$ cat src/isa_pkg.sv
// ISA package with opcodes, instruction field widths and the two-view instruction word
package isa_pkg;

	localparam int instr_w   = 16;
	localparam int opcode_w  = 4;
	localparam int reg_idx_w = 3;
	localparam int imm_w     = 6;

	typedef logic [reg_idx_w-1:0] reg_idx_t;

	// Opcode map, anything above op_halt is illegal
	localparam logic [opcode_w-1:0] op_nop  = 4'd0;
	localparam logic [opcode_w-1:0] op_add  = 4'd1;
	localparam logic [opcode_w-1:0] op_sub  = 4'd2;
	localparam logic [opcode_w-1:0] op_and  = 4'd3;
	localparam logic [opcode_w-1:0] op_xor  = 4'd4;
	localparam logic [opcode_w-1:0] op_addi = 4'd5;
	localparam logic [opcode_w-1:0] op_ld   = 4'd6;
	localparam logic [opcode_w-1:0] op_st   = 4'd7;
	localparam logic [opcode_w-1:0] op_beqz = 4'd8;
	localparam logic [opcode_w-1:0] op_halt = 4'd9;

	// Same 16 bits seen as register form or immediate form
	typedef union packed {
		struct packed {
			logic [opcode_w-1:0]                        opcode;
			reg_idx_t                                   rd;
			reg_idx_t                                   rs;
			reg_idx_t                                   rt;
			logic [instr_w-opcode_w-3*reg_idx_w-1:0]    unused;
		} r;
		struct packed {
			logic [opcode_w-1:0]      opcode;
			reg_idx_t                 rd;
			reg_idx_t                 rs;
			logic signed [imm_w-1:0]  imm;
		} i;
	} instr_t;

endpackage

$ cat src/core_pkg.sv
// Core package with data and address widths, memory depths and datapath select codes
package core_pkg;

	localparam int word_w     = 16;
	localparam int imem_depth = 256;
	localparam int dmem_depth = 256;

	// Word addresses for both memories
	localparam int pc_w    = $clog2(imem_depth);
	localparam int daddr_w = $clog2(dmem_depth);

	typedef logic [word_w-1:0] word_t;
	typedef logic [pc_w-1:0]   pc_t;

	// ALU operation select
	localparam logic [1:0] alu_add = 2'd0;
	localparam logic [1:0] alu_sub = 2'd1;
	localparam logic [1:0] alu_and = 2'd2;
	localparam logic [1:0] alu_xor = 2'd3;

	// Writeback source select
	localparam logic wb_alu = 1'b0;
	localparam logic wb_mem = 1'b1;

endpackage

$ cat src/memory.sv
// Memory stage with data memory, writeback select, memory/writeback register and halt/err flags
`timescale 1ns/1ps

module memory (
	input  logic               clk,
	input  logic               arst_n,
	input  logic               run,
	input  logic               ex_mem_valid,
	input  core_pkg::word_t    ex_mem_result,
	input  core_pkg::word_t    ex_mem_store,
	input  isa_pkg::reg_idx_t  ex_mem_reg,
	input  logic               ex_mem_read,
	input  logic               ex_mem_write,
	input  logic               ex_mem_reg_write,
	input  logic               ex_mem_halt,
	input  logic               ex_mem_illegal,
	output logic               wb_valid,
	output isa_pkg::reg_idx_t  wb_reg,
	output core_pkg::word_t    wb_data,
	output logic               halt,
	output logic               err
);
	import core_pkg::*;

	word_t              dmem [dmem_depth];
	logic [daddr_w-1:0] addr;
	word_t              load_word;
	word_t              wb_next;
	logic               wb_sel;

	assign addr = ex_mem_result[daddr_w-1:0];
	assign load_word = dmem[addr];
	assign wb_sel = ex_mem_read ? wb_mem : wb_alu;

	always_comb begin
		case (wb_sel)
			wb_alu: wb_next = ex_mem_result;
			wb_mem: wb_next = load_word;
		endcase
	end

	// Nothing reaches memory once halted
	always_ff @(posedge clk) begin
		if (run && ex_mem_valid && ex_mem_write && !halt) begin
			dmem[addr] <= ex_mem_store;
		end
	end

	always_ff @(posedge clk or negedge arst_n) begin
		if (!arst_n) begin
			wb_valid <= 1'b0;
			halt     <= 1'b0;
			err      <= 1'b0;
		end else if (!run) begin
			wb_valid <= 1'b0;
			halt     <= 1'b0;
			err      <= 1'b0;
		end else begin
			wb_valid <= ex_mem_valid && ex_mem_reg_write && !halt;
			// Sticky until run falls
			if (ex_mem_valid && (ex_mem_halt || ex_mem_illegal)) begin
				halt <= 1'b1;
			end
			if (ex_mem_valid && ex_mem_illegal) begin
				err <= 1'b1;
			end
		end
	end

	always_ff @(posedge clk) begin
		wb_reg  <= ex_mem_reg;
		wb_data <= wb_next;
	end

endmodule

$ cat config.mk
export PLATFORM = sky130hd
export DESIGN_NAME = memory
export DESIGN_NICKNAME = d
export VERILOG_FILES = /design/src/isa_pkg.sv /design/src/core_pkg.sv /design/src/memory.sv
export SDC_FILE = /design/constraint.sdc
export NUM_CORES = 2
export LEC_CHECK = 0
export ABC_CLOCK_PERIOD_IN_PS = 6650
export BUFFER_PORTS_ARGS = -buffer_cell sky130_fd_sc_hd__buf_2
export CAP_MARGIN = 20
export CORE_ASPECT_RATIO = 1.4
export CORE_MARGIN = 4
export CORE_UTILIZATION = 30
export DETAILED_ROUTE_END_ITERATION = 8
export SETUP_SLACK_MARGIN = 0.2
export SLEW_MARGIN = 25
export SYNTH_ARGS = -nofsm -noshare
export SYNTH_HDL_FRONTEND = slang
export SYNTH_SLANG_ARGS = --single-unit
$ cat constraint.sdc
create_clock -name clk -period 6.65 [get_ports clk]
set_input_delay 0.9975 -clock clk [delete_from_list [all_inputs] [get_ports clk]]
set_output_delay 0.9975 -clock clk [all_outputs]
set_load 0.1 [all_outputs]
# Word level (Yosys, flattened, before mapping)
# Memories as Yosys holds them, arrays and structs flattened.
# Index checks and enable logic that the tools add are counted.
[classes]
eq_ne = 2
n_mux = 9
bitwise_logic = 1
reduce_logical = 9
[ops]
columns = ["op", "n"]
rows = [
  ["$pmux W16 S2", 1],
  ["$mux W1", 8],
  ["$logic_and A1 B1 Y1", 7],
  ["$ne A2 B1 Y1 const B", 2],
  ["$logic_not A1 Y1", 1],
  ["$logic_or A1 B1 Y1", 1],
  ["$not A1 Y1", 1],
]
[word_totals]
ff_bits = 22
ram_bits = 4096
out_inout_bits = 22
memories = 1
[memory_table]
columns = ["name", "words", "width", "rd", "rd_ports_with_merged_regs", "wr", "line_no", "rtl"]
rows = [
  ["dmem", 256, 16, 1, 0, 1, "memory.sv:25", "word_t dmem [dmem_depth];"],
]

# Logic depth before layout (Yosys ltp)
[depth]
word_depth = 5
depth_mapped = 13
ltp_nobuf = 7

# Least setup slack after synthesis
# OpenSTA, ideal clock, no wires.
[synth_timing]
path_type = "input to register"
startpoint = "input ex_mem_result[1]"
endpoint = "memory dmem[119][0] (netlist bit), enable pin"
setup_time_ns = 0.388
t_arrival_ns = 3.504
required_ns = 6.262
setup_slack_ns = 2.757
cell_stages = 11
n_path_buf = 8
cell_sequence = "buf_2 > buf_4 > buf_4 > buf_4 > buf_4 > buf_4 > buf_2 > and3_1 > nand2_1 > clkbuf_1 > nor2_1"
[synth_rtl]
columns = ["element", "line_no", "rtl"]
rows = [
  ["start, declared", "memory.sv:9", "input core_pkg::word_t ex_mem_result,"],
  ["end, declared", "memory.sv:25", ""],
]
# Straight into the memory's write port.

# Worst setup path after layout
[layout_timing]
startpoint = "input ex_mem_result[2]"
endpoint = "register wb_data[7]"
[layout_via]
elab_chain_cells = 2
[layout_lines]
columns = ["element", "line_no", "rtl"]
rows = [
  ["$mem_v2 Z256 W16", "--", ""],
  ["$pmux W16 S2", "memory.sv:36", "case (wb_sel)"],
  ["named net wb_next[7]", "memory.sv:28", "word_t wb_next;"],
  ["end signal, assigned", "memory.sv:72", "wb_data <= wb_next;"],
  ["end, declared", "memory.sv:19", "output core_pkg::word_t wb_data,"],
]
# The timed path passes the listed nets, and every way through them passes these cells.
# A chain may end at the register's enable or synchronous reset.

==> out/qor.yml <==
cells_and_area:
  finalNetCount: 7561
  drive_above_1_share: 0.2756
  area_growth_pct: 14.67
  final_cells: 14796
  largest_reg_flops: 4096
hold_path:
  hp-class: "in -> reg"
  hold_depth: 1
  hold_end: "wb_reg[2]"
  min_from: "ex_mem_reg[2]"
place:
  gp_congestion: 0.9237
  dpl.hpwl_mm: 297.9
  place_inst: 14120
  io_buffers: 65
clocking:
  clock-sinks: 4118
  cts_made_buffers: 364
  cts.path.max_buffers: 4
  post_cts_buffers: 0
  cts.clk_slew.worst_paths_ps: 70
  cts_resized: 0
  cts-root-buf: "clkbuf_16"
  cts_hold_buf: 1
  cts_tree: "done"
  htreeDepth: 5
  clk_latency_ps: 970
power:
  finalPower_mw: 52.93
  power_frac_seq: 0.540
  cellPowerDensity_nw_per_um2: 291.8
  p_sw_frac: 0.2190
  leakage_nw: 55.74
  internal_power_mw: 41.34
  combPwrFrac: 0.055
  switchingPower_mw: 11.59
  ir_worst_vdd_mv: 0.2186
  pwr-share-clk: 0.405
die:
  die_w_um: 621.7
  pin_count: 66
  core_um2: 525400
  initial_core_util: 0.3011
  dieArea_um2: 539100
  fp-row-count: 315
  die_h_um: 867.1
yosys:
  ys_async_sr_fraction: 0.0007285
  ys.flop_type: "edfxtp_1"
  syn_avg_cell_area_um2: 22.47
  ys_warn_count: 0
  synth_edf_count: 4096
  ys_ff_latch: 4118
  synthesis.nets: 7082
  ys_types: 57
  syn_inst: 7038
  yosysTopAreaCell: "edfxtp_1"
  syn_area_um2: 158200
  yosys-top-cells-area: "edfxtp_1 (78%), mux4_2 (14%), mux2i_1 (2.2%)"
  netlist_top_cells_count: "edfxtp_1 (4096), mux4_2 (975), mux2i_1 (347), nor2_1 (312), buf_2 (134)"
  yosysTopAreaCellShare: 0.7776
  yosysMostFrequentCell: "edfxtp_1"
  synth-seq-area-share: 0.7805
grt:
  globalRouteTotalUtil: 0.1690
  overflow: 0
  gr-usage-met2: 0.2880
  grt_pass1_vias: 78267
  busiest_layer: "met2"
  gr-usage-met1: 0.1923
  grt_max_degree: 161
  grt_pass1_wl_mm: 644.2
  use_met3: 0.03036
  antenna_found_initial: 28
critical_path:
  critPathLaunchType: "input port"
  cp_common_cell: "buf_4"
  path_buf_inv: 5
  cp.required_ps: 7450
  worstPathArrival_ps: 5480
  path_cells: "buf_6 -> inv_1 -> buf_4 -> nor2_4 -> buf_4 -> buf_4 -> a22oi_1 -> a31oi_1 -> or3_1 -> a21oi_1"
  r2r_end: "dmem[130][2]"
  critPathMaxFanout: 38
  rrSetupSlack_ps: 2610
  slowest_delay_ps: 860
  r2r_cells: 7
  crit_family: "buffers and inverters"
  path_class: "in -> reg"
  cp-end-kind: "register"
  critical_path_depth: 10
  cp_slowest_cell: "nor2_4"
  reg2reg_from: "halt"
timing:
  finClkSkew_ps: 54.36
  relSlewSlack: 0.07064
  drv_slew: 0
  fin_setup_tns_ps: 0
  fmax_mhz: 213.7
  worst_pin_slew_ps: 1394
  rsz0062_at_grt: "false"
  setup_violations: 0
  period_share: 0.7038
  worst_hold_slack_ps: 138.2
  post-route-min-period_ps: 4680
  finalHoldViolCount: 0
routing:
  routed_wirelength_mm: 467.7
  drt-wirelength-per-cell_um: 31.61
  vias_per_cell: 5.227
  drt_iter0_drc: 9515
  drtPass1Iterations: 8
  vias: 77343
  drc_errors: 0
  ant_nets: 0
flow_run:
  maxCapViolations: 0
run_status:
  status: "completed"
==> power groups by stage <==
stage	combinational, mW	clock, mW	sequential [mW]
floorplan	1.34	0	29.2
global placement	2.84	0	29.1
detailed placement	2.89	0	29.1
CTS	2.89	21.8	28.6
global route	2.97	22.8	28.6
finish	2.90	21.4	28.6
==> final cells by class <==
cell class / count / area [um^2]
fill: 48018 / 344000
inverter: 5 / 21.27
clock buffer: 433 / 9545
multi-input combinational: 2507 / 32650
antenna: 22 / 55.05
clock inverter: 216 / 2342
timing repair buffer: 521 / 4583
tap: 6974 / 8726
sequential: 4118 / 123500
==> cell usage in the layout (no fill, tap or decap), types with 19 or more instances in the layout <==
cell	count
o21ai_0	24
nor3_1	21
buf_4	405
nand3_1	78
nor2_2	44
nand2_2	19
mux2i_1	344
clkinv_1	79
a22oi_1	122
bufinv_16	41
mux2_2	36
clkbuf_1	58
diode_2	22
o22a_1	23
dfxtp_1	19
clkbuf_16	370
buf_2	44
edfxtp_1	4096
nor2_1	250
a211oi_1	44
o221ai_1	26
nand2_1	100
buf_12	46
nor2b_1	27
mux4_2	975
clkinv_2	51
o22ai_1	111
a21oi_1	70
==> kinds of logic after synthesis <==
logic type / share of synthesized area
muxes: 0.1634
AOI/OAI and AO/OA: 0.02337
and+or+nand+nor: 0.01727
buffers and inverters: 0.01549
DFF: 0.7805
==> per-stage QoR <==
stage | area [um^2] | worst slack, ps | util
2_1_floorplan | 158200 | 2757 | -
3_3_place_gp | 169200 | 530.3 | 0.3220
3_5_place_dp | 169300 | 1068 | 0.3222
4_1_cts | 181200 | 2056 | 0.3449
5_1_grt | 181400 | 2125 | 0.3452
6_report | 181400 | 1970 | 0.3452
==> how the worst max path moves through the flow <==
stage,startpoint,endpoint,slack (ps)
after floorplan,ex_mem_result[1],dmem[119][0],2760
after global placement,ex_mem_result[3],wb_data[4],530
after detailed placement,ex_mem_result[2],wb_data[7],1070
after CTS,ex_mem_result[2],wb_data[7],2060
after global routing,ex_mem_result[2],wb_data[7],2130
final,ex_mem_result[2],wb_data[7],1970
==> metal layers <==
| layer | vias up | wire (um) |
|---|---|---|
| met3 | 1015 | 35600 |
| met4 | 34 | 38730 |
| met5 | - | 249 |
| met2 | 3770 | 234200 |
| li1 | 30796 | - |
| met1 | 41728 | 158900 |
Note: power is estimated with default switching activity, not from simulation.
