## src/isa_pkg.sv

```systemverilog
// ISA package with opcodes, instruction field widths and the two-view instruction word
package isa_pkg;

	localparam int instr_w   = 16;
	localparam int opcode_w  = 4;
	localparam int reg_idx_w = 3;
	localparam int imm_w     = 6;

	typedef logic [reg_idx_w-1:0] reg_idx_t;

	// Opcode map, anything above op_halt is illegal
	localparam logic [opcode_w-1:0] op_nop  = 4'd0;
	localparam logic [opcode_w-1:0] op_add  = 4'd1;
	localparam logic [opcode_w-1:0] op_sub  = 4'd2;
	localparam logic [opcode_w-1:0] op_and  = 4'd3;
	localparam logic [opcode_w-1:0] op_xor  = 4'd4;
	localparam logic [opcode_w-1:0] op_addi = 4'd5;
	localparam logic [opcode_w-1:0] op_ld   = 4'd6;
	localparam logic [opcode_w-1:0] op_st   = 4'd7;
	localparam logic [opcode_w-1:0] op_beqz = 4'd8;
	localparam logic [opcode_w-1:0] op_halt = 4'd9;

	// Same 16 bits seen as register form or immediate form
	typedef union packed {
		struct packed {
			logic [opcode_w-1:0]                        opcode;
			reg_idx_t                                   rd;
			reg_idx_t                                   rs;
			reg_idx_t                                   rt;
			logic [instr_w-opcode_w-3*reg_idx_w-1:0]    unused;
		} r;
		struct packed {
			logic [opcode_w-1:0]      opcode;
			reg_idx_t                 rd;
			reg_idx_t                 rs;
			logic signed [imm_w-1:0]  imm;
		} i;
	} instr_t;

endpackage

```

## src/core_pkg.sv

```systemverilog
// Core package with data and address widths, memory depths and datapath select codes
package core_pkg;

	localparam int word_w     = 16;
	localparam int imem_depth = 256;
	localparam int dmem_depth = 256;

	// Word addresses for both memories
	localparam int pc_w    = $clog2(imem_depth);
	localparam int daddr_w = $clog2(dmem_depth);

	typedef logic [word_w-1:0] word_t;
	typedef logic [pc_w-1:0]   pc_t;

	// ALU operation select
	localparam logic [1:0] alu_add = 2'd0;
	localparam logic [1:0] alu_sub = 2'd1;
	localparam logic [1:0] alu_and = 2'd2;
	localparam logic [1:0] alu_xor = 2'd3;

	// Writeback source select
	localparam logic wb_alu = 1'b0;
	localparam logic wb_mem = 1'b1;

endpackage

```

## src/fetch.sv

```systemverilog
// Fetch stage with PC, loadable instruction memory, branch redirect and the fetch/decode register
`timescale 1ns/1ps

module fetch (
	input  logic              clk,
	input  logic              arst_n,
	input  logic              run,
	input  logic              prog_we,
	input  core_pkg::pc_t     prog_addr,
	input  core_pkg::word_t   prog_data,
	input  logic              stall,
	input  logic              stop_fetch,
	input  logic              redirect,
	input  core_pkg::pc_t     target,
	output logic              fd_valid,
	output core_pkg::pc_t     fd_pc,
	output isa_pkg::instr_t   fd_instr
);
	import core_pkg::*;
	import isa_pkg::*;

	word_t imem [imem_depth];
	pc_t   pc;
	logic  run_q;
	logic  stopped;
	logic  advance;

	// First fetch one cycle after run rises
	assign advance = run_q && !stall && !stop_fetch && !stopped;

	// Program load only while idle
	always_ff @(posedge clk) begin
		if (prog_we && !run) begin
			imem[prog_addr] <= prog_data;
		end
	end

	always_ff @(posedge clk or negedge arst_n) begin
		if (!arst_n) begin
			run_q    <= 1'b0;
			stopped  <= 1'b0;
			pc       <= '0;
			fd_valid <= 1'b0;
		end else if (!run) begin
			run_q    <= 1'b0;
			stopped  <= 1'b0;
			pc       <= '0;
			fd_valid <= 1'b0;
		end else begin
			run_q   <= 1'b1;
			stopped <= stopped || stop_fetch;
			if (redirect) begin
				pc       <= target;
				fd_valid <= 1'b0;
			end else begin
				if (advance) begin
					pc <= pc + 1'b1;
				end
				// Hold the stalled instruction in place
				if (!stall) begin
					fd_valid <= advance;
				end
			end
		end
	end

	always_ff @(posedge clk) begin
		if (!stall) begin
			fd_pc    <= pc;
			fd_instr <= instr_t'(imem[pc]);
		end
	end

endmodule

```

## config.mk

```make
export PLATFORM = sky130hd
export DESIGN_NAME = fetch
export DESIGN_NICKNAME = d
export VERILOG_FILES = /design/src/isa_pkg.sv /design/src/core_pkg.sv /design/src/fetch.sv
export SDC_FILE = /design/constraint.sdc
export NUM_CORES = 2
export LEC_CHECK = 0
export BUFFER_PORTS_ARGS = -buffer_cell sky130_fd_sc_hd__buf_2
export CAP_MARGIN = 20
export CORE_AREA = 4 4 745 747
export DETAILED_ROUTE_END_ITERATION = 10
export DIE_AREA = 0 0 749 751
export PLACE_DENSITY = 0.49
export SLEW_MARGIN = 20
export SYNTH_ARGS = -nofsm -noshare
export SYNTH_HDL_FRONTEND = slang
export SYNTH_SLANG_ARGS = --single-unit
```

## constraint.sdc

```tcl
create_clock -name clk -period 2.8 [get_ports clk]
set_input_delay 0.42 -clock clk [delete_from_list [all_inputs] [get_ports clk]]
set_output_delay 0.42 -clock clk [all_outputs]
set_load 0.02 [all_outputs]
```

---- After elaboration in Yosys (flattened, before gate mapping) ----
Memories as Yosys holds them, arrays and structs flattened. A register that Yosys moved wholly into a read port is not among the register bits.
Index checks and enable logic that the tools add are counted.
storage, ports and cells
  output and inout bits ................... 25
  flip-flop bits (word level) ............. 19
  memories ................................ 1
  logic and storage cells ................. 29
  memory bits (writable) .................. 4096
cells by class
  add/sub/neg operators ................... 1
  muxes and demuxes ....................... 10
  reductions and logical operators ........ 10
  eq/ne operators ......................... 2
memory list
  memory  words  bits a word  read ports  clocked after Yosys merged registers in  write ports  line         text
  imem    256    16           1           1                                        1            fetch.sv:22  word_t imem [imem_depth];
operators by type and width
  kind                                                                      number
  8-bit two-way mux                                                         3
  8-bit by 1-bit adder with 8-bit output (second input constant)            1
  1-bit two-way mux                                                         7
  1-bit zero test                                                           5
  1-bit logical AND                                                         4
  3-bit by 1-bit inequality test with 1-bit output (second input constant)  1
  3-bit by 2-bit inequality test with 1-bit output (second input constant)  1
  1-bit logical OR                                                          1

---- Longest topological paths before layout ----
  depth in word-level cells ............... 7
  gate-level depth with buffers ........... 12
  mapped depth without buffers ............ 6

---- Least setup slack after synthesis ----
Ideal clock, no wire load.
  kind .................................... register -> register
  start ................................... reg pc[0]
  end ..................................... reg fd_instr[14] (netlist bit) (read register of imem) (data pin)
  data required time ...................... 2.523 ns
  setup slack ............................. 0.129 ns
  arrival time ............................ 2.395 ns
  period minus slack after synthesis ...... 2.671 ns
  stages on the path, launching flop included .. 10
  path buffers ............................ 4
  cell sequence ........................... dfrtp_1 -> buf_6 -> buf_6 -> buf_6 -> buf_2 -> mux4_2 -> a22oi_1 -> a21oi_1 -> a2111oi_0 -> o32ai_1
RTL lines
  element                   line         text
  start: declaration        fetch.sv:23  pc_t pc;
  start signal: assignment  fetch.sv:53  pc <= target;
  start signal: assignment  fetch.sv:57  pc <= pc + 1'b1;
  end: declaration          fetch.sv:17  output isa_pkg::instr_t fd_instr

==> flow_results.org <==
** Status
- The flow ran to the end, but the final reports show violations.
- The final reports fail on setup timing.

** Clock network
- Reg clk slew, reported paths :: about 0.06 ns
- Maximum clock insertion buffer count :: 4
- Clock tree from TritonCTS :: done
- CTS buffer count :: 425
- Root Driver :: sky130_fd_sc_hd__clkbuf_16
- Clock tree synthesis found a total of about 4100 sinks.
- In this run the number of H-tree levels came out at 5.
- The clock reaches the later pin of the worst-skew pair after ~1 ns.

** Synth
- Biggest area contributors in the synthesized netlist :: sky130_fd_sc_hd__edfxtp_1, sky130_fd_sc_hd__mux4_2, sky130_fd_sc_hd__mux2i_1
- Cell type contributing the most total cell area after synthesis :: sky130_fd_sc_hd__edfxtp_1
- Counting flops with a built-in enable in the synthesized netlist gives between 4000 and 5000.
- Area of the mapped netlist :: between 150000 and 200000 sq um
- Synthesis instantiated 69 different standard cells from the library.
- A synthesized cell averages between 20 and 25 sq um.
- Most common flop cell mapped by yosys :: sky130_fd_sc_hd__edfxtp_1
- The share of the Yosys chip area taken by registers is 0.781.
- Synthesized netlist net count :: between 7000 and 8000
- Register bit total from synthesis :: between 4000 and 5000
- Number of instances in the synthesized netlist :: a little over 7000
- For this run, asynchronously set or reset flops after synthesis account for 0.00266.
- Count of warnings emitted by yosys :: 0
- Area share of the leading cell type in the synthesized netlist :: 0.779

** Drt
- Iteration-0 DRC count of the detailed router :: 11500
- Post-DR wirelength/cell :: around 33 um
- Using the TritonRoute via totals, the vias-per-cell ratio works out to a little over 5.
- After detailed routing, the number of remaining DRC violations is 0.
- First drt pass iteration count :: 6
- Remaining antenna violation count after routing :: 0
- Vias :: between 80000 and 90000
- The detailed router put a total of around 220000 um of wire on met1.
- Wires add up to about 540000 um.
- WL met2 :: approximately 250000 um
- Wire length on met3 :: approximately 45000 um
- Max Used Layer :: met5

** Setup path
- Cell-by-cell trace of the critical path :: buf_12, buf_16, buf_16, buf_16, buf_12, buf_12, mux4_2, mux2i_1, buf_4, a31oi_4, a311oi_4, buf_6, o32ai_2
- The worst setup path is captured at a register.
- Data arrival time of the critical path :: about 4 ns
- Of all nets on the critical path, the largest fanout is 6.
- Endpoint required time on the critical path :: about 3.5 ns
- The worst register-to-register path ends at fd_instr[9]$_DFFE_PN_.
- On the critical path, the stage with the largest delay is an instance of sky130_fd_sc_hd__dfrtp_4.
- STA classifies the critical path startpoint as a register.
- In this design, the stage delay of the slowest critical-path cell is 0.49 ns.
- The critical path in this run is classified as reg -> reg.
- The worst register-to-register path begins at pc[0]$_DFFE_PN0P_.
- For flop-to-flop paths, the worst setup slack is -0.58 ns.
- The critical path starts at pc[0]$_DFFE_PN0P_.
- For the worst flop-to-flop path, the logic depth is 13.

** Floorplan
- Total die area :: around 560000 sq um
- In this run the vertical extent of the chip is 751 um.
- The floorplan step defined a core boundary enclosing 548000 sq um.
- The initial utilization of the core area, before any placement, comes to 0.290.
- Die W :: 749 um
- The floorplan has between 200 and 300 rows.
- Number of top-level pins :: between 60 and 70

** Timing
- Across all setup checks in the final design, the least slack found is -0.582 ns.
- Worst Clk Skew :: roughly 0.06 ns
- Number of setup violations in the final report :: 16
- The final count of pins violating max slew is 0.
- The worst pin sits at a relative slew slack of 0.233.
- Setup tns final :: -8.34 ns
- Static timing analysis puts the maximum clock frequency at between 0.2 and 0.3 GHz.
- Final critical path time including I/O delays and setup :: about 3.4 ns
- At the pin with the least slew margin, the transition time is 1.15 ns.
- Of the available clock period, the critical path in the final layout requires 1.21.
- Count of final hold-check violations :: 0
- Setup repair after global routing could not meet its margin everywhere.

** Place
- Routability congestion estimate :: around 0.86
- I/O Buffers :: 63
- Detailed Place HPWL :: roughly 350000 um
- Pre-CTS setup slack :: -1.55 ns

** Power
- IR drop worst, VDD :: between 0.0005 and 0.0006 V
- Dividing total power by cell area gives a power density of 678 nW/um^2.
- For this design the static power due to leakage is about 0.062 uW.
- Power comes to ~140000 uW.

** Cells and area
- Compared with the post-synthesis result, the final layout area differs by 25.9%.
- After the last flow step, the layout net total stands at 8736.
- Post-layout utilization of the core :: 0.365
- Fraction of layout instances using a drive strength above 1 :: 0.381

** Min path
- The min-delay analysis places its worst path in the category in -> reg.
- Number of cells on the worst hold path :: 1
- Min-Delay Startpoint :: prog_data[4]
- The worst hold path terminates at imem[10][4]$_DFFE_PP_.

** Global routing
- The number of global-route vias before repair is 84200.
- Summed over all layers, the global routing overflow is 0.
- First-pass GRT wire length :: 728000 um
- Number of antenna violations at the first check in global routing :: 53
- Aggregate global-route resource usage :: 0.186
- Entering global routing, the biggest net connects slightly above 100 pins.

** Job
- The tool flagged a number of max-cap violations equal to 0.
## sequential cells by signal, summed over array words and instances (netlist names)
register	flops
stopped	1
fd_valid	1
fd_pc	8
run_q	1
imem	4096
pc	8
fd_instr	16
## where the power goes
part           internal, uW  switching (uW)
clock                 32600           24400
sequential            68100             151
combinational          4080            6090
total                105000           30600
## layout by cell type (no fill, tap or decap), drive strengths merged, types with 45 or more instances in the layout
| cell | instances |
|---|---|
| a21oi | 177 |
| a221oi | 104 |
| a22o | 45 |
| a22oi | 146 |
| buf | 1450 |
| bufinv | 46 |
| clkbuf | 501 |
| clkinv | 207 |
| edfxtp | 4120 |
| mux2i | 344 |
| mux4 | 900 |
| nand2 | 112 |
| nand3 | 60 |
| nor2 | 287 |
| o21ai | 83 |
| o221ai | 59 |
## metal layers
metal / track usage / up-vias
li1: - / 33800
met2: 0.301 / 3829
met4: 0.0444 / 22
met5: 0 / -
met1: 0.261 / 46400
met3: 0.0340 / 616
## Yosys cell counts, drive strengths merged, types with 7 or more instances
cell,instances
nor2b,26
a211o,8
buf,261
inv,9
a31oi,21
a2111oi,10
and2,16
a22o,45
edfxtp,4120
o221ai,59
mux2,13
mux2i,344
nor3,17
a21oi,177
o211ai,15
nand3,60
nand2,112
a22oi,146
dfrtp,11
a32oi,7
nand4,11
a211oi,36
clkbuf,177
nor2,287
a221oi,104
mux4,900
o21ai,83
xnor2,7
o32ai,12
o22ai,28
## worst max-delay path, delay by kind of cell, from the launching register on
| kind | cells | cell delay (ns) |
|---|---|---|
| mux | 2 | 0.64 |
| flops | 1 | 0.49 |
| buf+inv | 8 | 1.27 |
| compound gates | 3 | 0.68 |
## cell families after synthesis
family / Yosys count / share of synthesized area
buffers and inverters: 447 / 0.0166
and+or+nand+nor: 568 / 0.0158
adders and majority gates: 1 / 0.0000788
muxes: 1257 / 0.150
xor gates and xnor gates: 7 / 0.000386
AOI/OAI and AO/OA: 800 / 0.0357
DFF: 4131 / 0.781
## through the flow
stage	area (sq um)	hold slack (ns)	std cells
3_5_place_dp	181000	0.358	15300
6_report	200000	0.105	16300
2_1_floorplan	159000	0.124	7211
4_1_cts	198000	0.00163	16200
5_1_grt	200000	0.0373	16300
3_3_place_gp	181000	0.355	15300
## layout make-up
type,instances,area [sq um]
inverters,9,43.8
flip-flops and latches,4131,124000
well taps,7261,9080
diodes,14,35.0
fillers,50000,348000
clock buffers,498,11100
multi-input cells,2633,34600
clock inverters,288,2870
repair buffers,1496,18100
## how the worst max path moves through the flow
stage | to | slack (ns) | depth (start not counted)
4_1_cts | fd_instr[14]$_DFFE_PN_ | -0.59 | 11
3_3_place_gp | fd_instr[1]$_DFFE_PN_ | -1.66 | 10
6_report | fd_instr[9]$_DFFE_PN_ | -0.58 | 13
2_1_floorplan | fd_instr[14]$_DFFE_PN_ | 0.13 | 9
5_1_grt | fd_instr[15]$_DFFE_PN_ | -0.62 | 13
3_5_place_dp | fd_instr[1]$_DFFE_PN_ | -1.55 | 10
## repair_timing
action | CTS | global route
gates resized for setup | 354 | 177
pin swaps | 59 | 59
setup endpoints to repair | 18 | 17
endpoints found under the hold margin | 578 | 0
buffers inserted | 74 | 94
hold buffers | 35 | 0
gates cloned | 18 | 3
(Power assumes the default switching activity.)
