<file path="src/isa_pkg.sv">
// ISA package with opcodes, instruction field widths and the two-view instruction word
package isa_pkg;

	localparam int instr_w   = 16;
	localparam int opcode_w  = 4;
	localparam int reg_idx_w = 3;
	localparam int imm_w     = 6;

	typedef logic [reg_idx_w-1:0] reg_idx_t;

	// Opcode map, anything above op_halt is illegal
	localparam logic [opcode_w-1:0] op_nop  = 4'd0;
	localparam logic [opcode_w-1:0] op_add  = 4'd1;
	localparam logic [opcode_w-1:0] op_sub  = 4'd2;
	localparam logic [opcode_w-1:0] op_and  = 4'd3;
	localparam logic [opcode_w-1:0] op_xor  = 4'd4;
	localparam logic [opcode_w-1:0] op_addi = 4'd5;
	localparam logic [opcode_w-1:0] op_ld   = 4'd6;
	localparam logic [opcode_w-1:0] op_st   = 4'd7;
	localparam logic [opcode_w-1:0] op_beqz = 4'd8;
	localparam logic [opcode_w-1:0] op_halt = 4'd9;

	// Same 16 bits seen as register form or immediate form
	typedef union packed {
		struct packed {
			logic [opcode_w-1:0]                        opcode;
			reg_idx_t                                   rd;
			reg_idx_t                                   rs;
			reg_idx_t                                   rt;
			logic [instr_w-opcode_w-3*reg_idx_w-1:0]    unused;
		} r;
		struct packed {
			logic [opcode_w-1:0]      opcode;
			reg_idx_t                 rd;
			reg_idx_t                 rs;
			logic signed [imm_w-1:0]  imm;
		} i;
	} instr_t;

endpackage

</file>
<file path="src/core_pkg.sv">
// Core package with data and address widths, memory depths and datapath select codes
package core_pkg;

	localparam int word_w     = 16;
	localparam int imem_depth = 256;
	localparam int dmem_depth = 256;

	// Word addresses for both memories
	localparam int pc_w    = $clog2(imem_depth);
	localparam int daddr_w = $clog2(dmem_depth);

	typedef logic [word_w-1:0] word_t;
	typedef logic [pc_w-1:0]   pc_t;

	// ALU operation select
	localparam logic [1:0] alu_add = 2'd0;
	localparam logic [1:0] alu_sub = 2'd1;
	localparam logic [1:0] alu_and = 2'd2;
	localparam logic [1:0] alu_xor = 2'd3;

	// Writeback source select
	localparam logic wb_alu = 1'b0;
	localparam logic wb_mem = 1'b1;

endpackage

</file>
<file path="src/decode.sv">
// Decode stage with instruction decode, register file, load-use detection and decode/execute register
`timescale 1ns/1ps

module decode (
	input  logic               clk,
	input  logic               arst_n,
	input  logic               run,
	input  logic               fd_valid,
	input  core_pkg::pc_t      fd_pc,
	input  isa_pkg::instr_t    fd_instr,
	input  logic               redirect,
	// Destination and load flag of the instruction now in execute
	input  isa_pkg::reg_idx_t  ex_mem_reg,
	input  logic               ex_mem_read,
	input  logic               wb_valid,
	input  isa_pkg::reg_idx_t  wb_reg,
	input  core_pkg::word_t    wb_data,
	output logic               stall,
	output logic               stop_fetch,
	output logic               de_valid,
	output core_pkg::pc_t      de_pc,
	output logic [1:0]         de_alu_op,
	output logic               de_use_imm,
	output logic               de_mem_read,
	output logic               de_mem_write,
	output logic               de_reg_write,
	output logic               de_is_branch,
	output logic               de_is_halt,
	output logic               de_is_illegal,
	output isa_pkg::reg_idx_t  de_rd,
	output isa_pkg::reg_idx_t  de_rs,
	output isa_pkg::reg_idx_t  de_rt,
	output core_pkg::word_t    de_a,
	output core_pkg::word_t    de_b,
	output core_pkg::word_t    de_imm
);
	import core_pkg::*;
	import isa_pkg::*;

	word_t      regs [2**reg_idx_w];
	reg_idx_t   rd;
	reg_idx_t   rs;
	reg_idx_t   rt;
	word_t      imm_ext;
	word_t      val_a;
	word_t      val_b;
	logic [1:0] alu_op;
	logic       use_imm;
	logic       mem_read;
	logic       mem_write;
	logic       reg_write;
	logic       is_branch;
	logic       is_halt;
	logic       is_illegal;
	logic       uses_rs;
	logic       uses_rt;
	logic       issue;

	assign imm_ext = {{(word_w-imm_w){fd_instr.i.imm[imm_w-1]}}, fd_instr.i.imm};

	always_comb begin
		rd         = '0;
		rs         = '0;
		rt         = '0;
		use_imm    = 1'b0;
		mem_read   = 1'b0;
		mem_write  = 1'b0;
		reg_write  = 1'b0;
		is_branch  = 1'b0;
		is_halt    = 1'b0;
		is_illegal = 1'b0;
		uses_rs    = 1'b0;
		uses_rt    = 1'b0;
		case (fd_instr.r.opcode)
			op_nop: ;
			op_add, op_sub, op_and, op_xor: begin
				rd        = fd_instr.r.rd;
				rs        = fd_instr.r.rs;
				rt        = fd_instr.r.rt;
				reg_write = 1'b1;
				uses_rs   = 1'b1;
				uses_rt   = 1'b1;
			end
			op_addi, op_ld: begin
				rd        = fd_instr.i.rd;
				rs        = fd_instr.i.rs;
				use_imm   = 1'b1;
				reg_write = 1'b1;
				mem_read  = (fd_instr.i.opcode == op_ld);
				uses_rs   = 1'b1;
			end
			// Store data comes from rd, carried on the rt read port
			op_st: begin
				rs        = fd_instr.i.rs;
				rt        = fd_instr.i.rd;
				use_imm   = 1'b1;
				mem_write = 1'b1;
				uses_rs   = 1'b1;
				uses_rt   = 1'b1;
			end
			op_beqz: begin
				rs        = fd_instr.i.rs;
				is_branch = 1'b1;
				uses_rs   = 1'b1;
			end
			op_halt: is_halt = 1'b1;
			default: is_illegal = 1'b1;
		endcase
		case (fd_instr.r.opcode)
			op_sub:  alu_op = alu_sub;
			op_and:  alu_op = alu_and;
			op_xor:  alu_op = alu_xor;
			default: alu_op = alu_add;
		endcase
	end

	// Same-cycle bypass from the writeback bus
	assign val_a = (wb_valid && wb_reg == rs) ? wb_data : regs[rs];
	assign val_b = (wb_valid && wb_reg == rt) ? wb_data : regs[rt];

	assign stall = fd_valid && ex_mem_read &&
		((uses_rs && ex_mem_reg == rs) || (uses_rt && ex_mem_reg == rt));
	assign stop_fetch = fd_valid && !redirect && (is_halt || is_illegal);
	assign issue = run && fd_valid && !redirect && !stall;

	always_ff @(posedge clk or negedge arst_n) begin
		if (!arst_n) begin
			for (int n = 0; n < 2**reg_idx_w; n++) begin
				regs[n] <= '0;
			end
		end else if (wb_valid) begin
			regs[wb_reg] <= wb_data;
		end
	end

	// Bubble on stall, flush or idle clears every control bit
	always_ff @(posedge clk or negedge arst_n) begin
		if (!arst_n) begin
			de_valid      <= 1'b0;
			de_mem_read   <= 1'b0;
			de_mem_write  <= 1'b0;
			de_reg_write  <= 1'b0;
			de_is_branch  <= 1'b0;
			de_is_halt    <= 1'b0;
			de_is_illegal <= 1'b0;
		end else begin
			de_valid      <= issue;
			de_mem_read   <= issue && mem_read;
			de_mem_write  <= issue && mem_write;
			de_reg_write  <= issue && reg_write;
			de_is_branch  <= issue && is_branch;
			de_is_halt    <= issue && is_halt;
			de_is_illegal <= issue && is_illegal;
		end
	end

	always_ff @(posedge clk) begin
		de_pc      <= fd_pc;
		de_alu_op  <= alu_op;
		de_use_imm <= use_imm;
		de_rd      <= rd;
		de_rs      <= rs;
		de_rt      <= rt;
		de_a       <= val_a;
		de_b       <= val_b;
		de_imm     <= imm_ext;
	end

endmodule

</file>
<file path="config.mk">
export PLATFORM = sky130hd
export DESIGN_NAME = decode
export DESIGN_NICKNAME = d
export VERILOG_FILES = /design/src/isa_pkg.sv /design/src/core_pkg.sv /design/src/decode.sv
export SDC_FILE = /design/constraint.sdc
export NUM_CORES = 1
export LEC_CHECK = 0
export BUFFER_PORTS_ARGS = -buffer_cell sky130_fd_sc_hd__buf_2
export CORE_MARGIN = 10
export CORE_UTILIZATION = 50
export DETAILED_ROUTE_END_ITERATION = 7
export GPL_TIMING_DRIVEN = 1
export PLACE_DENSITY = 0.71
export SLEW_MARGIN = 20
export SYNTH_ARGS = -nofsm -noshare
export SYNTH_HDL_FRONTEND = slang
export SYNTH_SLANG_ARGS = --single-unit
</file>
<file path="constraint.sdc">
create_clock -name clk -period 8.3 [get_ports clk]
set_input_delay 1.66 -clock clk [delete_from_list [all_inputs] [get_ports clk]]
set_output_delay 1.66 -clock clk [all_outputs]
set_load 0.1 [all_outputs]
</file>
======== Yosys cells after proc, flatten, opt, wreduce, memory -nomap -nowiden ========
Cells that the tools add are included.
word-level totals
  register bits after elaboration ......... 193
  memory bits (writable) .................. 0
  bits in read-only memories .............. 0
  memories ................................ 0
  input port bits ......................... 53
  output and inout port bits .............. 77
  bits in latches ......................... 0
cells by class
  divide/modulo/power cells ............... 0
  reduce and logical (&&, ||, !) cells .... 30
  shift-type cells ........................ 0
  eq/ne operators ......................... 13
  mux-type cells .......................... 23
  order comparisons ....................... 4
  multiply operators ...................... 0
  bitwise logic cells ..................... 3
  $add $sub $neg .......................... 0
operator list
  operator            count
  $bwmux 128          1
  $mux 16             7
  $bmux 16 s3         2
  $demux 16 s3        1
  $logic_and 1x1->1   18
  $eq 4x3->1 const B  4
  $eq 3x3->1          4
  $ge 4x4->1 const B  3
  $not 3->4           3
  $reduce_or 10->1    1
  $mux 1              9
  $eq 4x2->1 const B  2
  $eq 4x4->1 const B  2
  $reduce_or 8->1     1
  $pmux 2 s3          1
  $pmux 3 s2          1
  $reduce_or 6->1     1
  $reduce_or 5->1     1
  $eq 4x1->1 const B  1
  $logic_not 4->1     1
  $lt 4x1->1 const B  1
  $reduce_or 4->1     1
  $mux 3              1
  $reduce_or 3->1     1
  other kinds (3)     5

======== Longest topological paths before layout ========
  word-level depth ........................ 10
  gate-level depth with buffers ........... 10
  mapped depth without buffers ............ 7

======== Least setup slack after synthesis ========
Ideal clock, no wire load.
  kind .................................... in2out
  start point ............................. input fd_instr[13] (netlist bit)
  end point ............................... output stop_fetch
  slack ................................... 1.767 ns
  data arrival time ....................... 4.873 ns
  stages .................................. 3
  cell sequence ........................... buf_2 nor3_1 nor4bb_1
between the ends
  cells in the longest elaborated chain, start to end .. 5
  elaborated cells between the ends (all ways) .. 15
  those cells by class .................... eq/ne (9); mux (2); reduce/logical (4)
RTL lines
  element                             line           source
  start, declared                     decode.sv:10   input isa_pkg::instr_t fd_instr,
  $eq 4x3->1 (tied with other cells)  decode.sv:74   case (fd_instr.r.opcode)
  $reduce_or 10->1 (no line)          n/a
  $mux 1                              decode.sv:74
  $logic_or 1x1->1 *                  decode.sv:123  assign stop_fetch = fd_valid && !redirect && (is_halt || is_illegal);
  $logic_and 1x1->1 *                 decode.sv:123
  end, declared                       decode.sv:19   output logic stop_fetch,
Mark *: on every way between the ends. The rest lies on a longest branch, timed or not.

======== Worst setup path in the final report ========
  start point ............................. input fd_instr[12] (netlist bit)
  end point ............................... output stall
between the ends
  cells in the longest elaborated chain, start to end .. 7
  elaborated cells between the ends (all ways) .. 21
  those cells by class .................... eq/ne (10); mux (4); reduce/logical (7)
RTL lines
  element                                             line           source
  $eq 4x3->1 (tied with other cells)                  decode.sv:74
  $reduce_or 4->1 or $reduce_or 8->1 (tied branches)  n/a
  $pmux 3 s2 or $mux 3 (tied branches)                decode.sv:74
  $eq 3x3->1                                          decode.sv:122  ((uses_rs && ex_mem_reg == rs) || (uses_rt && ex_mem_reg == rt));
  $logic_and 1x1->1                                   decode.sv:122
  $logic_or 1x1->1 *                                  decode.sv:122
  $logic_and 1x1->1 *                                 decode.sv:121  assign stall = fd_valid && ex_mem_read &&
  end, declared                                       decode.sv:18   output logic stall,
Marked as above.

==> impl_metrics.csv <==
group,metric,value,unit
synthesis,yosysTopAreaCell,"dfrtp_1",
clock_network,clk_pin_slew,60,ps
clock_network,post_cts_buffers,0,
clock_network,clockBufferDepth,2,
clock_network,ctsHoldBuffers,0,
clock_network,clk_latency,430,ps
detailed_routing,firstDrtPassIters,5,
setup_path,endpoint_kind,"output pin",
synthesis,seq_area_frac_synth,0.469,
setup_path,cp_max_fo,34,
final_layout,multi_input_area,4570,um2
detailed_routing,viasPerCell,5.97,
setup_path,crit_chain,"buf_2 > nor2b_1 > o21ai_1 > nand2_1 > buf_4 > xor2_1 > o31ai_4 > and3_1 > buf_2",
clock_network,htree_levels,4,
final_layout,layout-drive-gt1-share,0.351,
final_layout,regArea,4540,um2
place,io_buffers,129,
sta,setup_tns,0,ps
detailed_routing,first_iter_violations,606,
die,die_w,159,um
synthesis,syn_area_per_cell,11.2,um2
sta,period_minus_slack,5780,ps
sta,hold_ws,509,ps
synthesis,synth_seq_cells,193,
final_layout,layout_common_cells,"dfrtp_1, buf_2, mux2_2",
global_routing,gr-total-overflow,0,
setup_path,cpMostUsedCell,"buf_2",
synthesis,yosys_warnings,0,
sta,grt_setup_unrepaired,"no",
setup_path,slowest_delay,420,ps
sta,setup_viol,0,
sta,slew_headroom,0.240,
run_status,status,"complete, no violations",
global_routing,grt_max_degree,79,
die,boundaryPins,130,
final_layout,nets,991,
synthesis,syn_inst,866,
detailed_routing,antenna_left,0,
die,die_y,159,um
setup_path,worstSetupPathType,"input port to output pin",
clock_network,cts_tree,"done",
setup_path,slowest_stage,"buf_2",
sta,slew_viol_final,0,
clock_network,clock_sinks,193,
die,dieArea,25300,um2
final_layout,num_antenna_cells,0,
setup_path,cp.required,6640,ps
power,power_density,277,nW/um2
min_path,hold_path.class,"flop to flop",
clock_network,clock-root-buffer,"clkbuf_16",
global_routing,grt_util_all_layers,0.200,
detailed_routing,routed_wl,25800,um
power,ir_drop,0.156,mV
die,start_util,0.512,
sta,worst_slew_pin_slew,1140,ps
synthesis,synth_top_area_share,0.349,
sta,hold_violations,0,
synthesis,syn-cell-area,9680,um2
final_layout,n_fill_cell,1636,
setup_path,cp-start-kind,"input port",
synthesis,syn-num-nets,919,
sta,min_period_over_period,0.696,
setup_path,arrival,4120,ps
final_layout,syn2layout_area_growth,12.4,%
place,hpwl,15400,um
synthesis,async_flop_share,0.699,
synthesis,synth.area.top_cells,"dfrtp_1, mux2_2, dfxtp_1, mux2i_1, mux4_2",
global_routing,grt_first_pass_wirelength,41100,um
sta,fmax,173,MHz
clock_network,post_cts_resized,0,
final_layout,mostFrequentLayoutCell,"dfrtp_1",
sta,finClkSkew,7.75,ps
synthesis,yosysUniqueCellTypes,56,
die,fp.coreArea,18900,um2
detailed_routing,wire_per_inst,21.3,um
global_routing,antenna_found_initial,1,
power,p_leak,4.92,nW
detailed_routing,remaining_drc_errors,0,
synthesis,synth_edf_count,0,
place,gp_congestion,0.830,
job,maxCapViolations,0,
die,rows,50,
global_routing,grt_pass1_vias,7378,
clock_network,cts_buffers,17,
synthesis,synth_flop_cell,"dfrtp_1",
detailed_routing,vias,7229,
[registers in the layout, indices dropped and copies added (netlist names)]
register       count
de_a              16
de_alu_op          2
de_b              16
de_imm             6
de_is_branch       1
de_is_halt         1
de_is_illegal      1
de_mem_read        1
de_mem_write       1
de_pc              8
de_rd              3
de_reg_write       1
de_rs              3
de_rt              3
de_use_imm         1
de_valid           1
regs             128
[area by class of cell]
type                    count  area share
clock inverters            11      0.0115
well taps                 260      0.0299
flip-flops and latches    193       0.417
inverters                  24     0.00851
multi-input cells         560       0.420
repair buffers            142      0.0689
clock buffers              21      0.0443
[metal layers]
layer / global-route usage / routed length [um]
met2: 0.340 / 12800
met3: 0.0395 / 1740
met1: 0.245 / 10700
met5: 0 / 13
met4: 0.0771 / 576
[per-stage QoR]
stage                     setup slack (ps)  std cells  power, mW  utilization  area, um2
after floorplan                       1770        866       2.00            -       9680
after global placement                2600       1179       2.16        0.544      10300
after detailed placement              2570       1179       2.18        0.544      10300
after CTS                             2570       1211       3.02        0.576      10900
after global routing                  2350       1211       3.14        0.576      10900
final                                 2520       1211       3.01        0.576      10900
[kinds of logic after synthesis]
logic type	count (synthesis)	synth area share
multiplexers	203	0.250
flip-flops	193	0.469
AO/OA/AOI/OAI	171	0.115
XOR/XNOR	10	0.0114
AND/OR/NAND/NOR	176	0.0929
buffers and inverters	113	0.0614
[where the power goes]
part           switching, mW  internal [mW]
clock network          0.363          0.479
registers              0.114           1.12
logic                  0.638          0.294
[critical path, delay by kind of cell]
family	cells	cell delay, ps
buffers and inverters	3	1060
and+or+nand+nor	3	670
AOI/OAI and AO/OA	2	530
xor gates and xnor gates	1	170
[final timing paths]
kind,from,end,slack [ps],cells after the start
min in group asynchronous,arst_n,de_is_halt,1300,1
worst min register to register,regs[78],regs[78],510,2
worst max register to register,regs[66],de_a[2],6960,5
worst max-delay path,fd_instr[12],stall,2520,9
worst min-delay path,regs[78],regs[78],510,2
max in group asynchronous,arst_n,regs[112],5800,2
[cell usage after synthesis, drive strengths merged (9+ instances only)]
master and instances:
mux2i 63, nand2 74, mux2 124, o21ai 41, inv 24, clkbuf 44
buf 45, a221o 30, nor2 37, dfrtp 135, dfxtp 58, mux4 16
nor4 16, xnor2 9, a31oi 37, a21oi 51
Note: power is estimated with default switching activity, not from simulation.
