**config.mk**
```make
export PLATFORM = sky130hd
export DESIGN_NAME = execute
export DESIGN_NICKNAME = d
export VERILOG_FILES = /design/src/isa_pkg.sv /design/src/core_pkg.sv /design/src/execute.sv
export SDC_FILE = /design/constraint.sdc
export NUM_CORES = 1
export LEC_CHECK = 0
export ABC_AREA = 1
export BUFFER_PORTS_ARGS = -buffer_cell sky130_fd_sc_hd__buf_2
export CAP_MARGIN = 20
export CORE_ASPECT_RATIO = 1.75
export CORE_MARGIN = 5
export CORE_UTILIZATION = 45
export CTS_BUF_LIST = sky130_fd_sc_hd__clkbuf_16
export CTS_CLUSTER_SIZE = 12
export DETAILED_ROUTE_END_ITERATION = 8
export PLACE_DENSITY = 0.74
export SLEW_MARGIN = 20
export SYNTH_ARGS = -nofsm -noshare
export SYNTH_HDL_FRONTEND = slang
export SYNTH_SLANG_ARGS = --single-unit
```
**constraint.sdc**
```tcl
create_clock -name clk -period 5.2 [get_ports clk]
set_input_delay 0.78 -clock clk [delete_from_list [all_inputs] [get_ports clk]]
set_output_delay 0.78 -clock clk [all_outputs]
set_load 0.005 [all_outputs]
```
**src/isa_pkg.sv**
```systemverilog
// ISA package with opcodes, instruction field widths and the two-view instruction word
package isa_pkg;

	localparam int instr_w   = 16;
	localparam int opcode_w  = 4;
	localparam int reg_idx_w = 3;
	localparam int imm_w     = 6;

	typedef logic [reg_idx_w-1:0] reg_idx_t;

	// Opcode map, anything above op_halt is illegal
	localparam logic [opcode_w-1:0] op_nop  = 4'd0;
	localparam logic [opcode_w-1:0] op_add  = 4'd1;
	localparam logic [opcode_w-1:0] op_sub  = 4'd2;
	localparam logic [opcode_w-1:0] op_and  = 4'd3;
	localparam logic [opcode_w-1:0] op_xor  = 4'd4;
	localparam logic [opcode_w-1:0] op_addi = 4'd5;
	localparam logic [opcode_w-1:0] op_ld   = 4'd6;
	localparam logic [opcode_w-1:0] op_st   = 4'd7;
	localparam logic [opcode_w-1:0] op_beqz = 4'd8;
	localparam logic [opcode_w-1:0] op_halt = 4'd9;

	// Same 16 bits seen as register form or immediate form
	typedef union packed {
		struct packed {
			logic [opcode_w-1:0]                        opcode;
			reg_idx_t                                   rd;
			reg_idx_t                                   rs;
			reg_idx_t                                   rt;
			logic [instr_w-opcode_w-3*reg_idx_w-1:0]    unused;
		} r;
		struct packed {
			logic [opcode_w-1:0]      opcode;
			reg_idx_t                 rd;
			reg_idx_t                 rs;
			logic signed [imm_w-1:0]  imm;
		} i;
	} instr_t;

endpackage

```
**src/core_pkg.sv**
```systemverilog
// Core package with data and address widths, memory depths and datapath select codes
package core_pkg;

	localparam int word_w     = 16;
	localparam int imem_depth = 256;
	localparam int dmem_depth = 256;

	// Word addresses for both memories
	localparam int pc_w    = $clog2(imem_depth);
	localparam int daddr_w = $clog2(dmem_depth);

	typedef logic [word_w-1:0] word_t;
	typedef logic [pc_w-1:0]   pc_t;

	// ALU operation select
	localparam logic [1:0] alu_add = 2'd0;
	localparam logic [1:0] alu_sub = 2'd1;
	localparam logic [1:0] alu_and = 2'd2;
	localparam logic [1:0] alu_xor = 2'd3;

	// Writeback source select
	localparam logic wb_alu = 1'b0;
	localparam logic wb_mem = 1'b1;

endpackage

```
**src/execute.sv**
```systemverilog
// Execute stage with operand forwarding, ALU, branch resolution and the execute/memory register
`timescale 1ns/1ps

module execute (
	input  logic               clk,
	input  logic               arst_n,
	input  logic               run,
	input  logic               de_valid,
	input  core_pkg::pc_t      de_pc,
	input  logic [1:0]         de_alu_op,
	input  logic               de_use_imm,
	input  logic               de_mem_read,
	input  logic               de_mem_write,
	input  logic               de_reg_write,
	input  logic               de_is_branch,
	input  logic               de_is_halt,
	input  logic               de_is_illegal,
	input  isa_pkg::reg_idx_t  de_rd,
	input  isa_pkg::reg_idx_t  de_rs,
	input  isa_pkg::reg_idx_t  de_rt,
	input  core_pkg::word_t    de_a,
	input  core_pkg::word_t    de_b,
	input  core_pkg::word_t    de_imm,
	input  logic               wb_valid,
	input  isa_pkg::reg_idx_t  wb_reg,
	input  core_pkg::word_t    wb_data,
	output logic               redirect,
	output core_pkg::pc_t      target,
	output logic               ex_mem_valid,
	output core_pkg::word_t    ex_mem_result,
	output core_pkg::word_t    ex_mem_store,
	output isa_pkg::reg_idx_t  ex_mem_reg,
	output logic               ex_mem_read,
	output logic               ex_mem_write,
	output logic               ex_mem_reg_write,
	output logic               ex_mem_halt,
	output logic               ex_mem_illegal
);
	import core_pkg::*;
	import isa_pkg::*;

	word_t fwd_a;
	word_t fwd_b;
	word_t op_b;
	word_t alu_y;
	logic  mem_fwd_ok;

	// A load in the memory stage still holds its address, not its data
	assign mem_fwd_ok = ex_mem_valid && ex_mem_reg_write && !ex_mem_read;

	// Newest producer wins
	function automatic word_t forward(input reg_idx_t src, input word_t reg_val);
		if (mem_fwd_ok && ex_mem_reg == src) begin
			return ex_mem_result;
		end
		if (wb_valid && wb_reg == src) begin
			return wb_data;
		end
		return reg_val;
	endfunction

	always_comb begin
		fwd_a = forward(de_rs, de_a);
		fwd_b = forward(de_rt, de_b);
	end

	assign op_b = de_use_imm ? de_imm : fwd_b;

	always_comb begin
		case (de_alu_op)
			alu_add: alu_y = fwd_a + op_b;
			alu_sub: alu_y = fwd_a - op_b;
			alu_and: alu_y = fwd_a & op_b;
			alu_xor: alu_y = fwd_a ^ op_b;
		endcase
	end

	// BEQZ taken when rs is zero
	assign redirect = de_valid && de_is_branch && (fwd_a == '0);
	assign target = de_pc + 1'b1 + de_imm[pc_w-1:0];

	always_ff @(posedge clk or negedge arst_n) begin
		if (!arst_n) begin
			ex_mem_valid     <= 1'b0;
			ex_mem_read      <= 1'b0;
			ex_mem_write     <= 1'b0;
			ex_mem_reg_write <= 1'b0;
			ex_mem_halt      <= 1'b0;
			ex_mem_illegal   <= 1'b0;
		end else begin
			ex_mem_valid     <= run && de_valid;
			ex_mem_read      <= run && de_mem_read;
			ex_mem_write     <= run && de_mem_write;
			ex_mem_reg_write <= run && de_reg_write;
			ex_mem_halt      <= run && de_is_halt;
			ex_mem_illegal   <= run && de_is_illegal;
		end
	end

	always_ff @(posedge clk) begin
		ex_mem_result <= alu_y;
		ex_mem_store  <= fwd_b;
		ex_mem_reg    <= de_rd;
	end

endmodule

```
Word level (Yosys, flattened, before mapping). Cells that the tools add are included.

Input bits: 98. Bits in latches: 0. Bits in read-only memories: 0. Output and inout port bits: 50. Memories kept: 0. RAM bits: 0. Register bits after elaboration: 41.

Shift operators: 0. Reductions and logical operators: 17. Bitwise operators: 2. Equality and inequality tests: 7. $add $sub $neg: 4. $lt $le $gt $ge: 0. Divide/modulo/power cells: 0. Muxes and demuxes: 16. Multipliers: 0.

Operators with widths (number): $mux W16 (9); $pmux W16 S4 (1); $add A16 B16 Y16 (1); $and A16 B16 Y16 (1); $logic_not A16 Y1 (1); $sub A16 B16 Y16 (1); $xor A16 B16 Y16 (1); $logic_and A1 B1 Y1 (14); $eq A3 B3 Y1 (4); $add A8 B1 Y8 const B (1); $add A8 B8 Y8 (1); $mux W1 (6); $eq A2 B2 Y1 const B (2); $eq A2 B1 Y1 const B (1); $logic_not A2 Y1 (1); $logic_not A1 Y1 (1).

Longest topological paths before layout. Gate-level depths: netlist of run 1.

Word-level depth: 10. Mapped depth: 28. Depth with buffers taken out: 28.

Worst setup path before layout of run 1. Ideal clock, no wire load.

Kind: input port to flip-flop. Start point: in de_rt[2]. End point: reg ex_mem_result[13]. Arrival time: 3.703 ns. Setup time: 0.120 ns. Stages on the path: 23. Path slack: 1.377 ns. Buffers on the path: 2. Cell sequence: xor2_1 > nor2_1 > nand2_1 > buf_6 > buf_6 > o211ai_2 > nand2_2 > inv_1 > ha_1 > nand2_1 > nor2_2 > nand2_1 > nand3_1 > nand2_1 > ha_1 > a21oi_1 > nor2_1 > a211oi_1 > o311ai_0 > a21o_1 > or2_2 > nand3_1 > nand3_1.

Longest elaborated chain between the ends: 9.

Ends and longest elaborated chain: from (decl) (line execute.sv:20) `input isa_pkg::reg_idx_t de_rt,`; $eq A3 B3 Y1 (line execute.sv:56) `if (wb_valid && wb_reg == src) begin`; $logic_and A1 B1 Y1 (line execute.sv:56); $mux W1 (2 in a row) (line execute.sv:56); $mux W16 (line execute.sv:59) `return reg_val;`; $mux W16 (*) (line execute.sv:56); $mux W16 (*) (line execute.sv:67) `assign op_b = de_use_imm ? de_imm : fwd_b;`; $sub A16 B16 Y16, or another cell as far along (line execute.sv:72) `alu_sub: alu_y = fwd_a - op_b;`; $pmux W16 S4 (*) (line execute.sv:70) `case (de_alu_op)`; net alu_y[13] (line execute.sv:45) `word_t alu_y;`; to (signal assigned) (line execute.sv:101) `ex_mem_result <= alu_y;`; to (decl) (line execute.sv:30) `output core_pkg::word_t ex_mem_result,`.

The timed path passes the listed nets; every way through them passes the cells marked *. The select of a mux whose other input is x is not followed.

Worst setup path after layout of run 1. Ends and elaborated chain as after synthesis.

==> results.cfg, run 1 <==
[status]
status = finished, final reports clean

[logic_synthesis]
syn_area_um2 = 4120
synth_top_flop_cell = dfxtp_1
synth_compound_area_share_pct = 12.0
synth_common_cells = nand2_1 (196), inv_1 (80), nand3_1 (54)
yosysSeqAreaShare_pct = 20.7
synth_area_per_cell_um2 = 6.45
synth_edf_count = 0
syn_nets = 777
post-synth-top-count-cell = nand2_1
yosysWarnings = 0
synth_simple_gate_area_share_pct = 39.1
synth_top_family_by_area = simple AND/OR/NAND/NOR gates
yosysTopAreaCell = nand2_1
synth_mux_area_share_pct = 0
async_reset_ff_share_pct = 14.6
ys_ff_latch = 41
synth_cells = 638
yosysUniqueCellTypes = 41
synth_xor_area_share_pct = 5.11
synth_top_cells_by_area = nand2_1 (18%), dfxtp_1 (17%), ha_1 (12%)
synth_top_area_share_pct = 17.9
synthAdderAreaFrac_pct = 12.8

[floorplan]
die_h_um = 137
core_area_um2 = 9040
core.rowCount = 46
fp.dieW_um = 82.3
start_util_pct = 45.5
ios = 148
dieArea_um2 = 11200

[grt]
grt_overflow = 0
grt_max_degree = 31
first_global_vias = 4646
grt_use_total_pct = 24.4
grt_pass1_wl_mm = 21.4
antenna_found_initial = 0

[layout]
syn_to_final_growth_pct = 24.2
layout-drive-gt1-share_pct = 26.4
fin_nets = 917
antennaDiodeCount = 0

[timing]
setup_viol_count_final = 0
relSlewSlack_pct = 35.8
tns_ns = 0
skew_ns = 0.00477
rsz0062_at_grt = no
worst_pin_slew_ns = 0.952
finalCritPeriodShare_pct = 89.6
whs_ns = 0.298
final.min_clock_period_ns = 4.66
fmax_ghz = 0.215
hold_viol = 0
slew_violations = 0

[cts]
clk_path_buf_depth = 2
clock_sink_count = 41
postCtsSetupRepairBufs = 0
cts_made_buffers = 5
root_buffer = clkbuf_16
cts_resized = 0
cts_tree = built
postCtsHoldBufs = 0
cts_max_level = 2
clock_latency_ns = 0.29
clkTransAtPathRegs_ns = 0.06

[setup_path]
cp_slowest_cell = o311ai_0
slowest_delay_ns = 0.37
path_class = in2reg
path_common_cell = nand2_1
cp_max_fo = 14
crit_buf_inv = 3
crit_arrival_ns = 4.84
crit_required_ns = 5.38
endpoint_kind = register
worstSetupStartpointType = input pin
cp_top_family = simple AND/OR/NAND/NOR gates

[detailed_routing]
wirelength_mm = 13.8
postRouteAntennaNets = 0
drtIter0Drc = 261
wire_per_inst_um = 15.4
via_per_inst = 5.21
dr.pass1.iters = 5
drcViolationCount = 0
via_count = 4681

[power_and_ir_drop]
p_per_area_nw_per_um2 = 261
irDropWorstVdd_mv = 0.198
p_leak_uw = 0.00293

[hold_path]
hold_path_class = in2async

[place]
gp_congestion = 0.903
port_buffers = 147
dp.final_hpwl_mm = 11.6

[run]
drv_cap = 0
logic make-up (layout without fill, tap and decap cells):
logic type | after synthesis | count (layout)
AO/OA/AOI/OAI | 81 | 81
XOR/XNOR | 24 | 24
adder cells (fa/ha/maj) | 41 | 41
buffers and inverters | 99 | 240
flip-flops | 41 | 41
AND/OR/NAND/NOR | 352 | 352
cell type report:
type                       instances  area, um^2
inverter                          81         304
clock inverter                     3        68.8
multi-input combinational        498        2850
fill                             931        3930
clock buffer                       5         125
tap                              120         150
timing repair buffer             151         766
sequential                        41         851
where the power goes:
part | internal (uW) | leakage [uW] | total, uW | switching [uW]
clock | 277 | 0.0000944 | 413 | 136
combinational | 214 | 0.00247 | 520 | 306
sequential | 362 | 0.000372 | 401 | 39.2
final timing paths:
| kind | slack, ns | depth (start not counted) | start | end |
|---|---|---|---|---|
| min in group clk | 0.51 | 2 | ex_mem_result[6] | ex_mem_store[6] |
| setup / recovery | 0.54 | 25 | de_rt[2] | ex_mem_result[13] |
| hold / removal | 0.30 | 1 | arst_n | ex_mem_halt |
| setup reg to reg | 0.70 | 23 | ex_mem_read | ex_mem_result[13] |
| hold reg to reg | 0.51 | 2 | ex_mem_result[6] | ex_mem_store[6] |
| max in group asynchronous | 4.76 | 1 | arst_n | ex_mem_read |
stage by stage:
step / area [um^2] / total power, uW / instances / util (%) / worst slack, ns
floorplan: 4120 / 725 / 638 / - / 1.38
global placement: 4910 / 908 / 891 / 54.4 / 0.587
detailed placement: 4920 / 920 / 891 / 54.4 / 0.360
CTS: 5110 / 1330 / 899 / 56.5 / 0.657
global route: 5110 / 1420 / 899 / 56.5 / 0.176
finish: 5110 / 1330 / 899 / 56.5 / 0.540
routing by layer:
metal | routed length [um] | part of all wire (%) | track usage, % | up-vias
li1 | - | - | - | 2345
met4 | 510 | 3.7 | 11.2 | 0
met5 | 0 | 0 | 0 | -
met3 | 991 | 7.2 | 3.43 | 36
met2 | 7420 | 54 | 46.4 | 199
met1 | 4910 | 35 | 25.2 | 2101
worst reg2reg max path, stage by stage, from the launching register on:
cell and delay, ns:
dfrtp_1 0.37, nand3b_1 0.22, nor2_1 0.16, nand2_1 0.27
inv_1 0.43, nand2_1 0.13, nand3_1 0.11, nand2_1 0.13
ha_1 0.26, nand2_1 0.12, nor2_2 0.07, nand2_1 0.08
nand2_1 0.05, nand2_1 0.07, nand2_1 0.05, ha_1 0.36
a21oi_1 0.20, nor2_1 0.07, a211oi_1 0.21, o311ai_0 0.37
a21o_1 0.27, or2_2 0.27, nand3_1 0.07, nand3_1 0.07
cell usage in the layout (no fill, tap or decap), drive strengths merged, types with 5 or more instances in the layout:
cell      n
clkbuf    5
dfxtp    35
buf     151
nand2   207
xor2     20
inv      82
o21ai    19
ha       39
nand3    60
or2      19
nor2     45
dfrtp     6
nand3b   13
a31oi    20
o211ai    5
a21oi    25
Note: power is estimated with default switching activity, not from simulation.
==> run 2: changes to the inputs <==
--- a/config.mk
+++ b/config.mk
@@ -15,6 +15,7 @@
 export CTS_CLUSTER_SIZE = 12
 export DETAILED_ROUTE_END_ITERATION = 8
 export PLACE_DENSITY = 0.74
+export RECOVER_POWER = 25
 export SLEW_MARGIN = 20
 export SYNTH_ARGS = -nofsm -noshare
 export SYNTH_HDL_FRONTEND = slang
==> run 2 against run 1 <==
Net effect: count of clock-buffer cells in the layout is the same; critical path depth unchanged; cell count did not move; fmax barely moved; sequential power about the same; sequential cell count stayed put; utilization decreased by 0.055 points; sequential share of layout area barely moved; die area unchanged; clock skew hardly changed.
==> results.cfg, run 2 (synthesized netlist as in run 1, its figures left out) <==
[place]
dpl.cell_count = 891
port_buffers = 147
gp_congestion = 0.903
dp.final_hpwl_mm = 11.6

[cts]
cts_max_level = 2
cts_tree = built
cts_made_buffers = 5
clock_sink_count = 41
clkTransAtPathRegs_ns = 0.06
clock_latency_ns = 0.29
postCtsSetupRepairBufs = 0
cts_resized = 0
clk_path_buf_depth = 2
postCtsHoldBufs = 0
root_buffer = clkbuf_16

[setup_path]
r2r_start = ex_mem_read
path_class = in2reg
crit_path_start = de_rt[2]
worstSetupStartpointType = input pin
crit_arrival_ns = 4.84
cp_max_fo = 14
crit_required_ns = 5.38
endpoint_kind = register

[power_and_ir_drop]
p_int_uw = 852
seq_power_share_pct = 30.1
p_per_area_nw_per_um2 = 261
p_leak_uw = 0.00292
switchingPower_uw = 480
pwr-share-clk_pct = 31.0
irDropWorstVdd_mv = 0.198
sw_frac_of_total_pct = 36.0
comb_power_share_pct = 39.0

[layout]
syn_to_final_growth_pct = 24.0
final_cell_mix = nand2_1 (196), buf_2 (143), inv_1 (80), nand3_1 (54), ha_1 (39)
instances_no_fill = 899
fillCellCount = 933
fin_nets = 917
layout_commonest_cell = nand2_1
antennaDiodeCount = 0
seqCellArea_um2 = 851
multi_input_area_um2 = 2850
layout-drive-gt1-share_pct = 25.9

[run]
drv_cap = 0

[timing]
relSlewSlack_pct = 35.7
setup_viol_count_final = 0
slew_violations = 0
tns_ns = 0
final.min_clock_period_ns = 4.66
hold_viol = 0
worst_pin_slew_ns = 0.953
fmax_ghz = 0.215
whs_ns = 0.343
rsz0062_at_grt = no
finalCritPeriodShare_pct = 89.6
skew_ns = 0.00467

[detailed_routing]
postRouteAntennaNets = 0
dr.pass1.iters = 7
via_per_inst = 5.22
drcViolationCount = 0
wirelength_mm = 13.8
wire_per_inst_um = 15.4
via_count = 4693
drtIter0Drc = 268

[floorplan]
ios = 148
die_h_um = 137
core.rowCount = 46
start_util_pct = 45.5
fp.dieW_um = 82.3
dieArea_um2 = 11200
core_area_um2 = 9040

[hold_path]
hold_path_class = in2async

[grt]
first_global_vias = 4646
grt_use_total_pct = 24.4
antenna_found_initial = 0
grt_max_degree = 31
grt_pass1_wl_mm = 21.4
grt_overflow = 0

[status]
status = finished, final reports clean
[run 2: layer usage]
metal / routed length [um] / part of all wire, % / vias to the layer above / global-route usage [%]
li1: - / - / 2342 / -
met1: 4820 / 35 / 2107 / 25.2
met2: 7490 / 54 / 212 / 46.4
met3: 1040 / 7.5 / 32 / 3.43
met4: 484 / 3.5 / 0 / 11.2
met5: 0 / 0 / - / 0
[run 2: worst paths after layout]
kind	endpoint	slack [ns]	cells after the start
max	ex_mem_result[13]	0.54	25
min	ex_mem_halt	0.34	1
max reg2reg	ex_mem_result[13]	0.71	23
min reg2reg	ex_mem_store[6]	0.51	2
max in group asynchronous	ex_mem_read	4.63	1
min in group clk	ex_mem_store[6]	0.51	2
[run 2: worst max-delay path, cell delays in order]
cell      delay, ns
buf_2          0.11
xor2_1         0.16
nor2_1         0.07
nand2_1        0.31
inv_1          0.32
nand2_1        0.16
nand3_1        0.10
nand2_2        0.13
inv_2          0.06
nor2_2         0.11
and3_1         0.15
nand2_1        0.08
nor2_2         0.17
nand2_1        0.10
nand3_1        0.08
nand2_1        0.07
ha_1           0.35
a21oi_1        0.20
nor2_1         0.07
a211oi_1       0.21
o311ai_0       0.37
a21o_1         0.27
or2_2          0.27
nand3_1        0.07
nand3_1        0.07
[run 2: per-stage QoR]
stage                     utilization [%]  setup WS [ns]  area [um^2]  total power [uW]
after global routing                 56.5          0.176         5100              1420
final                                56.5          0.543         5100              1330
after global placement               54.4          0.587         4910               908
after CTS                            56.5          0.657         5110              1330
after floorplan                         -           1.38         4120               725
after detailed placement             54.4          0.360         4920               920
[run 2: final cells by class]
type / count / share of cell area, %
timing repair buffer: 151 / 14.9
inverter: 81 / 5.96
multi-input combinational: 498 / 55.7
clock buffer: 5 / 2.45
tap: 120 / 2.94
clock inverter: 3 / 1.35
sequential: 41 / 16.7
[run 2: power by group through the flow]
| stage | logic (uW) | clock network (uW) | registers, uW |
|---|---|---|---|
| 3_5_place_dp | 513 | 0 | 407 |
| 3_3_place_gp | 502 | 0 | 405 |
| 2_1_floorplan | 324 | 0 | 400 |
| 6_report | 519 | 412 | 401 |
| 4_1_cts | 517 | 416 | 400 |
| 5_1_grt | 585 | 427 | 405 |
